==> src/design/pinTest_consts.svh <==
// Sizes are fixed at 8 pins on a 32-bit host bus; the index field is 8 bits wide at bit 4
`ifndef PIN_TEST_CONSTS_SVH
`define PIN_TEST_CONSTS_SVH

//**********************************************************
// Pin bank size
//**********************************************************
`define TP_NUM_PINS 8

//**********************************************************
// Host bus
//**********************************************************
`define TP_ADDR_W 32
`define TP_DATA_W 32

// Address bits 31..12 must match this for the pin region
`define TP_REGION_TAG 20'h08801

// Pin index field, index k+1 selects pin k
`define TP_IDX_LSB 4
`define TP_IDX_W 8

// Two-bit register select
`define TP_SEL_LSB 2

// Constant marker in the status word
`define TP_MARK_BIT 4

`endif
==> src/design/pinTestPkg.sv <==
// Types follow the widths in pinTest_consts.svh; the select enum is exactly 2 bits
`include "pinTest_consts.svh"

package pinTestPkg;

	//**********************************************************
	// Register select, address bits 3..2
	//**********************************************************
	typedef enum logic [1:0] {
		PIN_RD   = 2'd0,
		PIN_MD   = 2'd1,
		PIN_LV   = 2'd2,
		PIN_NONE = 2'd3
	} pinRegE;

	//**********************************************************
	// Bus and pin vectors
	//**********************************************************
	typedef logic [`TP_ADDR_W-1:0] hostAddrT;
	typedef logic [`TP_DATA_W-1:0] hostDataT;

	// One bit per test pin
	typedef logic [`TP_NUM_PINS-1:0] pinVecT;

	typedef logic [`TP_IDX_W-1:0] pinIdxT;

endpackage

==> src/design/pinTestTop.sv <==
// Only bit 0 of iceDi is written; no handshake, every host cycle is taken
module pinTestTop (
	input  logic                 iceClk,
	input  logic                 rstN,
	input  pinTestPkg::hostAddrT iceA,
	input  logic                 iceWr,
	input  pinTestPkg::hostDataT iceDi,
	input  pinTestPkg::pinVecT   pio,
	input  pinTestPkg::pinVecT   pup,
	input  pinTestPkg::pinVecT   epIn,
	input  pinTestPkg::pinVecT   pIn,
	output pinTestPkg::hostDataT iceDo,
	output pinTestPkg::pinVecT   epOut,
	output pinTestPkg::pinVecT   epOe,
	output pinTestPkg::pinVecT   pOut,
	output pinTestPkg::pinVecT   pOe
);
	import pinTestPkg::*;

	pinVecT mdWrEn;
	pinVecT lvWrEn;
	pinVecT rdSel;
	pinVecT pinRdLv;

	//**********************************************************
	// Address decode
	//**********************************************************
	hostAddrDecoder i_hostAddrDecoder (
		.iceClk (iceClk),
		.rstN   (rstN),
		.iceA   (iceA),
		.iceWr  (iceWr),
		.mdWrEn (mdWrEn),
		.lvWrEn (lvWrEn),
		.rdSel  (rdSel)
	);

	//**********************************************************
	// Pins
	//**********************************************************
	pinBank i_pinBank (
		.iceClk  (iceClk),
		.rstN    (rstN),
		.mdWrEn  (mdWrEn),
		.lvWrEn  (lvWrEn),
		.iceDi0  (iceDi[0]),
		.pio     (pio),
		.epIn    (epIn),
		.pIn     (pIn),
		.epOut   (epOut),
		.epOe    (epOe),
		.pOut    (pOut),
		.pOe     (pOe),
		.pinRdLv (pinRdLv)
	);

	// Read data
	readCombine i_readCombine (
		.iceClk  (iceClk),
		.rstN    (rstN),
		.rdSel   (rdSel),
		.pup     (pup),
		.pio     (pio),
		.pinRdLv (pinRdLv),
		.iceDo   (iceDo)
	);

endmodule

==> src/design/readCombine.sv <==
// Read data is registered, so a status word appears one cycle after its address
`include "pinTest_consts.svh"

module readCombine (
	input  logic                 iceClk,
	input  logic                 rstN,
	input  pinTestPkg::pinVecT   rdSel,
	input  pinTestPkg::pinVecT   pup,
	input  pinTestPkg::pinVecT   pio,
	input  pinTestPkg::pinVecT   pinRdLv,
	output pinTestPkg::hostDataT iceDo
);
	import pinTestPkg::*;

	logic [3:0] statOr;
	hostDataT   rdWord;

	//**********************************************************
	// Status OR across pins
	//**********************************************************
	// Marker, pup, pio, sampled level
	always_comb begin
		statOr = '0;
		for (int k = 0; k < `TP_NUM_PINS; k++) begin
			if (rdSel[k]) begin
				statOr = statOr | {1'b1, pup[k], pio[k], pinRdLv[k]};
			end
		end
	end

	// Marker sits at bit 4, bit 3 stays zero
	always_comb begin
		rdWord                = '0;
		rdWord[`TP_MARK_BIT] = statOr[3];
		rdWord[2:0]           = statOr[2:0];
	end

	//**********************************************************
	// Read register
	//**********************************************************
	always_ff @(posedge iceClk) begin
		if (!rstN) begin
			iceDo <= '0;
		end else begin
			iceDo <= rdWord;
		end
	end

	// A hit always returns the marker next cycle, a miss returns zero
	aRdMark: assert property (@(posedge iceClk) disable iff (!rstN)
		(|rdSel) |=> iceDo[`TP_MARK_BIT]);
	aRdMiss: assert property (@(posedge iceClk) disable iff (!rstN)
		!(|rdSel) |=> (iceDo == '0));

endmodule

==> src/design/pinBank.sv <==
// Split in/out/oe ports replace pads; pin paths are combinational, mode and level are flops
`include "pinTest_consts.svh"

//**********************************************************
//                   pio
//                    |
//  epIn ---->[ mux ]-+--> pOut, pOe = pio
//               ^
//          mode, level
//               v
//  epOut <---[ mux ]<---- pIn, epOe = !pio
//**********************************************************
module pinBank (
	input  logic               iceClk,
	input  logic               rstN,
	input  pinTestPkg::pinVecT mdWrEn,
	input  pinTestPkg::pinVecT lvWrEn,
	input  logic               iceDi0,
	input  pinTestPkg::pinVecT pio,
	input  pinTestPkg::pinVecT epIn,
	input  pinTestPkg::pinVecT pIn,
	output pinTestPkg::pinVecT epOut,
	output pinTestPkg::pinVecT epOe,
	output pinTestPkg::pinVecT pOut,
	output pinTestPkg::pinVecT pOe,
	output pinTestPkg::pinVecT pinRdLv
);
	import pinTestPkg::*;

	for (genvar k = 0; k < `TP_NUM_PINS; k++) begin : gPin
		logic pinMd;
		logic pinLv;
		logic pForce;
		logic epForce;

		//**********************************************************
		// Host-written mode and level
		//**********************************************************
		always_ff @(posedge iceClk) begin
			if (!rstN) begin
				pinMd <= 1'b0;
			end else if (mdWrEn[k]) begin
				pinMd <= iceDi0;
			end
		end

		always_ff @(posedge iceClk) begin
			if (!rstN) begin
				pinLv <= 1'b0;
			end else if (lvWrEn[k]) begin
				pinLv <= iceDi0;
			end
		end

		//**********************************************************
		// Loopback drive
		//**********************************************************
		// Level overrides only on the side that is driven
		assign pForce  = pinMd & pio[k];
		assign epForce = pinMd & ~pio[k];

		assign pOut[k]  = pForce ? pinLv : epIn[k];
		assign epOut[k] = epForce ? pinLv : pIn[k];

		assign pOe[k]  = pio[k];
		assign epOe[k] = ~pio[k];

		// Sample whichever side is the input
		assign pinRdLv[k] = pio[k] ? epIn[k] : pIn[k];

		// Never drive both sides of one pin
		aOeExcl: assert property (@(posedge iceClk) disable iff (!rstN)
			!(pOe[k] && epOe[k]));
	end

endmodule

==> src/design/hostAddrDecoder.sv <==
// Purely combinational decode; iceWr is a level, so writes repeat while it stays high
`include "pinTest_consts.svh"

module hostAddrDecoder (
	input  logic                 iceClk,
	input  logic                 rstN,
	input  pinTestPkg::hostAddrT iceA,
	input  logic                 iceWr,
	output pinTestPkg::pinVecT   mdWrEn,
	output pinTestPkg::pinVecT   lvWrEn,
	output pinTestPkg::pinVecT   rdSel
);
	import pinTestPkg::*;

	logic   regionHit;
	pinIdxT pinIdx;
	pinRegE regSel;
	pinVecT pinHit;

	//**********************************************************
	// Address fields
	//**********************************************************
	assign regionHit = (iceA[`TP_ADDR_W-1:`TP_IDX_LSB+`TP_IDX_W] == `TP_REGION_TAG);
	assign pinIdx    = iceA[`TP_IDX_LSB +: `TP_IDX_W];
	assign regSel    = pinRegE'(iceA[`TP_SEL_LSB +: 2]);

	// Index 0 and anything past the last pin match nothing
	always_comb begin
		pinHit = '0;
		for (int k = 0; k < `TP_NUM_PINS; k++) begin
			pinHit[k] = regionHit && (pinIdx == pinIdxT'(k + 1));
		end
	end

	//**********************************************************
	// Register select
	//**********************************************************
	always_comb begin
		rdSel  = '0;
		mdWrEn = '0;
		lvWrEn = '0;
		case (regSel)
			PIN_RD: rdSel = pinHit;
			PIN_MD: mdWrEn = iceWr ? pinHit : '0;
			PIN_LV: lvWrEn = iceWr ? pinHit : '0;
			// Reserved slot with no access
			PIN_NONE: rdSel = '0;
			default: rdSel = '0;
		endcase
	end

	// At most one pin per access
	aOneHotRd: assert property (@(posedge iceClk) disable iff (!rstN)
		$onehot0(rdSel));
	aOneHotMd: assert property (@(posedge iceClk) disable iff (!rstN)
		$onehot0(mdWrEn));
	aOneHotLv: assert property (@(posedge iceClk) disable iff (!rstN)
		$onehot0(lvWrEn));

endmodule

==> config.mk <==
export PLATFORM = sky130hd
export DESIGN_NAME = pinTestTop
export DESIGN_NICKNAME = d
export VERILOG_FILES = /design/src/design/pinTestPkg.sv /design/src/design/pinTestTop.sv /design/src/design/readCombine.sv /design/src/design/pinBank.sv /design/src/design/hostAddrDecoder.sv
export VERILOG_INCLUDE_DIRS = /design/src /design/src/design
export SDC_FILE = /design/constraint.sdc
export NUM_CORES = 1
export LEC_CHECK = 0
export ABC_AREA = 1
export BUFFER_PORTS_ARGS = -buffer_cell sky130_fd_sc_hd__buf_4
export CORE_ASPECT_RATIO = 1.1
export CORE_UTILIZATION = 43
export CTS_CLUSTER_DIAMETER = 120
export CTS_CLUSTER_SIZE = 28
export DETAILED_ROUTE_END_ITERATION = 8
export PLACE_DENSITY = 0.95
export SYNTH_ARGS = -nofsm -noshare
export SYNTH_HDL_FRONTEND = slang
export SYNTH_SLANG_ARGS = --single-unit
==> constraint.sdc <==
create_clock -name iceClk -period 3.3 [get_ports iceClk]
set_clock_uncertainty 0.15 [all_clocks]
set_input_delay 0 -clock iceClk [delete_from_list [all_inputs] [get_ports iceClk]]
set_output_delay 0 -clock iceClk [all_outputs]
set_load 0.1 [all_outputs]
Yosys cells after proc, flatten, opt, wreduce, memory -nomap -nowiden
Index checks and enable logic that the tools add are counted.
{"block": "op_classes", "eq_ne": 11, "n_mux": 36, "n_bitwise": 31, "reduce_logical": 9}
{"op": "8-bit by 3-bit equality test with 1-bit output, second input constant", "count": 4}
{"op": "4-bit two-way mux", "count": 8}
{"op": "8-bit two-way mux", "count": 4}
{"op": "4-bit bitwise OR", "count": 7}
{"op": "1-bit two-way mux", "count": 24}
{"op": "20-bit by 16-bit equality test with 1-bit output, second input constant", "count": 1}
{"op": "1-bit bitwise AND", "count": 16}
{"op": "8-bit by 2-bit equality test with 1-bit output, second input constant", "count": 2}
{"op": "8-bit by 1-bit equality test with 1-bit output, second input constant", "count": 1}
{"op": "8-bit by 4-bit equality test with 1-bit output, second input constant", "count": 1}
{"op": "1-bit logical AND", "count": 8}
{"op": "1-bit inverter", "count": 8}
{"op": "2-bit by 1-bit equality test with 1-bit output, second input constant", "count": 1}
{"op": "2-bit equality test, second input constant", "count": 1}
{"op": "2-bit logical NOT", "count": 1}
{"block": "word_totals", "reg_bits": 48, "input_bits": 99, "output_inout_bits": 64}

Longest topological paths before layout
{"block": "logic_depth", "ltp_word": 18, "ltp_mapped": 12, "mapped_depth_nobuf": 11}

Hierarchy
A second synthesis with hierarchy kept.
{"block": "hier_totals", "hier_cells": 374, "hier_area_um2": 1993.2}
{"module": "pinBank", "n_inst": 1, "cells_per_inst": 188, "area_per_inst_um2": 1067.3, "seq_area_each_um2": 320.3}
{"module": "readCombine", "n_inst": 1, "cells_per_inst": 85, "area_per_inst_um2": 495.5, "seq_area_each_um2": 80.1}
{"module": "hostAddrDecoder", "n_inst": 1, "cells_per_inst": 101, "area_per_inst_um2": 430.4, "seq_area_each_um2": 0.0}

Least setup slack after synthesis
No wires, ideal clock.
{"block": "synth_path", "path_type": "input port to output port", "start": "in pio[0]", "end": "out epOut[0]", "t_arrival_ps": 2325, "t_required_ps": 3150, "path_slack_ps": 825, "stages": 3, "path_cell_list": "inv_1 a21oi_1 a31oi_1"}
{"block": "synth_via", "elab_chain_cells": 3}
{"item": "from (decl)", "line_no": "pinTestTop.sv:8", "rtl": "input pinTestPkg::pinVecT pio,"}
{"item": "1-bit inverter", "line_no": "pinBank.sv:60", "rtl": "assign epForce = pinMd & ~pio[k];"}
{"item": "1-bit bitwise AND", "line_no": "pinBank.sv:60"}
{"item": "1-bit two-way mux", "line_no": "pinBank.sv:63", "rtl": "assign epOut[k] = epForce ? pinLv : pIn[k];"}
{"item": "to (decl)", "line_no": "pinTestTop.sv:13", "rtl": "output pinTestPkg::pinVecT epOut,"}
Every way passes these cells.

Worst setup path after layout
{"block": "layout_path", "start": "in iceA[19]", "end": "reg i_pinBank.gPin[2].pinLv"}
{"block": "layout_via", "elab_chain_cells": 4}
{"item": "from (decl)", "line_no": "pinTestTop.sv:5", "rtl": "input pinTestPkg::hostAddrT iceA,"}
{"item": "20-bit by 16-bit equality test with 1-bit output (no source line)"}
{"item": "1-bit logical AND", "line_no": "hostAddrDecoder.sv:31", "rtl": "pinHit[k] = regionHit && (pinIdx == pinIdxT'(k + 1));"}
{"item": "8-bit two-way mux", "line_no": "hostAddrDecoder.sv:45", "rtl": "PIN_LV: lvWrEn = iceWr ? pinHit : '0;"}
{"item": "8-bit two-way mux", "line_no": "hostAddrDecoder.sv:42", "rtl": "case (regSel)"}
{"item": "to (signal assigned)", "line_no": "pinBank.sv:51", "rtl": "pinLv <= iceDi0;"}
{"item": "to (decl)", "line_no": "pinBank.sv:32", "rtl": "logic pinLv;"}
Every way passes these cells.
A chain may end at the register's enable or synchronous reset.

==> results.py <==
metrics = {
    "final_layout": {
        "drive_gt1_share_pct": 28.1,
        "stdcell_area_um2": 2790,
        "fin_util_pct": 60.0,
        "final_cell_mix": "buf_4, nand2_1, nor2_1",
        "layout_commonest_cell": "buf_4",
        "nets": 549,
        "area_growth_syn_to_layout_pct": 34.3,
        "n_antenna_cell": 0,
    },
    "floorplanning": {
        "initial_core_util_pct": 44.6,
        "design.die.area_um2": 5110,
        "die_w_um": 68.3,
        "core_um2": 4650,
        "dieHeight_um": 74.9,
        "rows": 26,
        "io_pins": 163,
    },
    "global_routing": {
        "grt_pass1_vias": 2126,
        "globalRouteOverflowTotal": 0,
        "antenna_found_initial": 0,
        "grt_max_degree": 38,
        "grt_first_pass_wirelength_mm": 8.87,
        "grtUsageTotal_pct": 22.0,
    },
    "worst_setup_path": {
        "slowest_delay_ns": 0.54,
        "critPathMaxFanout": 37,
        "cp.arrival_ns": 1.88,
        "worst_ep_required_time_ns": 3.31,
        "slowest_stage": "dlygate4sd3_1",
        "r2r_slack_ns": 1.96,
        "cp_common_cell": "nor2_1",
        "reg2regPathDepth": 5,
        "r2r-end": "i_pinBank.gPin[2].pinLv",
        "endpoint_kind": "flip-flop",
        "critical-path-top-delay-family": "simple AND/OR/NAND/NOR gates",
        "start_kind": "input port",
        "critPathBufInv": 2,
        "crit_type": "in2reg",
        "crit_chain": "buf_4, nor2_1, nand4_2, nor2_8, nand2_1, nor2_1, nand2_1, nor2_1, nor2_1, dlygate4sd3_1",
        "r2r-start": "i_pinBank.gPin[2].pinLv",
    },
    "sta": {
        "min_period_ns": 1.87,
        "tns_ns": 0,
        "post-route-period-util_pct": 56.8,
        "hold_slack_ns": -0.00179,
        "rsz0062_at_grt": "no",
        "fmaxAchievable_mhz": 534,
        "finalSetupViolCount": 0,
        "max_slew.worst_pin.slew_ns": 0.549,
        "finalMaxSlewViolations": 0,
        "slew_headroom_pct": 63.3,
        "hold_viol_final": 1,
        "layout_setup_ws_ns": 1.43,
    },
    "place": {
        "portBuffers": 101,
        "dpl_cell_area_um2": 2680,
        "dp_hpwl_mm": 4.29,
        "place_congestion": 0.885,
        "pre_cts_ws_ns": 1.67,
    },
    "job": {
        "max-cap-violations": 0,
    },
    "detailed_routing": {
        "avgViaCountPerCell": 4.83,
        "route.detailed.drc": 0,
        "drtAntennaViolNets": 0,
        "routed_wirelength_mm": 5.44,
        "wl_per_cell_um": 10.8,
        "via_count": 2439,
        "dr.pass1.iters": 4,
        "initialDrtViolationCount": 79,
    },
    "clock_network": {
        "htree_levels": 1,
        "clock-sinks": 20,
        "cts_setup_buffers": 0,
        "cts_hold_buf": 5,
        "cts.repair.resized": 0,
        "cts_buffers": 3,
        "clk_latency_ns": 0.26,
        "clock_path_buffers": 2,
        "root_buffer": "clkbuf_8",
        "clk_pin_slew_worst_paths_ns": 0.08,
        "tritoncts": "yes",
    },
    "worst_hold_path": {
        "min_from": "pup[3]",
        "hold_end": "i_readCombine.iceDo[2]",
        "worstHoldPathType": "in2reg",
        "hold_path_depth": 5,
    },
    "power_and_ir_drop": {
        "peakVddDrop_v": 0.000199,
        "p_seq_share_pct": 26.9,
        "switching_share_pct": 50.8,
        "switchingPower_uw": 455,
        "power.leakage_uw": 0.00156,
        "powerDensity_nw_per_um2": 321,
        "p_clk_share_pct": 21.5,
        "fin_total_pwr_uw": 896,
        "p_comb_share_pct": 51.6,
        "p_int_uw": 441,
    },
    "synthesis": {
        "synthMuxAreaShare_pct": 0,
        "synth.avg_cell_area_um2": 5.82,
        "yosysWarnings": 0,
        "synth-simple-area-share_pct": 46.2,
        "ys_seq_area_share_pct": 19.3,
        "synth_xor_area_share_pct": 0,
        "yosys_register_bits": 20,
        "syn-instance-count": 357,
        "yosysUniqueCellTypes": 22,
        "synth_largest_area_cell": "dfxtp_1",
        "synth_compound_area_share_pct": 10.5,
        "synthAdderAreaFrac_pct": 0,
        "ys_top_cells_by_area": "dfxtp_1, nand2_1, buf_4",
        "synth_area_um2": 2080,
        "synth_top_family_by_area": "simple AND/OR/NAND/NOR gates",
        "synthDominantCellAreaShare_pct": 19.3,
    },
    "run_status": {
        "status": "finished with violations",
        "violations": "hold timing",
    },
}
==> routing by layer <==
layer,GRT usage [%],vias up,share of wire [%]
met3,2.42,9,6.8
met4,5.09,0,1.4
met2,41.4,100,51
met1,26.2,1063,41
met5,0,-,0
li1,-,1267,-
==> logic make-up (layout without fill, tap and decap cells) <==
group,Yosys count,after routing
compound gates,38,38
simple gates,208,208
buf+inv,90,155
flops,20,20
other cells,1,28
==> worst register-to-register path, stage by stage, from the launching register on <==
cell and delay, ns:
dfxtp_1 0.30, inv_1 0.09, nand2_1 0.06, nand2_1 0.05
nor2_1 0.04, dlygate4sd3_1 0.54
==> metrics by stage <==
stage / instances / hold WS [ns]
floorplan: 384 / 0.0615
global route: 505 / 0.0355
CTS: 505 / 0.00526
global placement: 496 / 0.185
finish: 505 / -0.00179
detailed placement: 496 / 0.189
==> state kept, by name, indices dropped and copies added, names as in the netlist <==
signal,flops
i_pinBank.gPin.pinMd,8
i_readCombine.iceDo,4
i_pinBank.gPin.pinLv,8
==> cells in the mapped netlist <==
library cell / count
nand2_1: 101
nor2_1: 57
inv_1: 42
buf_4: 40
nand4_1: 25
dfxtp_1: 20
a21oi_1: 19
a31oi_1: 16
nor2_2: 9
nand3_1: 7
clkbuf_1: 4
o211ai_1: 3
inv_2: 2
nand3_2: 2
nor2_4: 2
nor3_4: 2
buf_1: 1
buf_6: 1
conb_1: 1
nand2_4: 1
nand4_2: 1
nor2_8: 1
==> how the worst max path moves through the flow <==
stage / startpoint / endpoint / slack, ns / cells past startpoint
final: iceA[19] / i_pinBank.gPin[2].pinLv / 1.43 / 10
after global routing: iceA[14] / i_pinBank.gPin[2].pinLv / 1.14 / 13
after CTS: iceA[19] / i_pinBank.gPin[2].pinLv / 1.44 / 10
after detailed placement: iceA[13] / i_pinBank.gPin[7].pinMd / 1.67 / 12
after global placement: iceA[19] / i_pinBank.gPin[1].pinMd / 1.73 / 9
after floorplan: pio[0] / epOut[0] / 0.83 / 3
==> cell type report <==
class / count / area (um2)
timing repair buffer: 107 / 816
clock buffer: 4 / 55.1
inverter: 44 / 165
tap: 56 / 70.1
sequential: 20 / 400
fill: 458 / 1860
multi-input combinational: 274 / 1280
==> power groups by stage <==
stage | Clock [uW] | Sequential (uW) | Combinational [uW]
finish | 193 | 241 | 462
global route | 199 | 241 | 483
CTS | 193 | 241 | 462
detailed placement | 0 | 247 | 458
global placement | 0 | 247 | 454
floorplan | 0 | 247 | 377
Power figures use the tool's default switching activity.
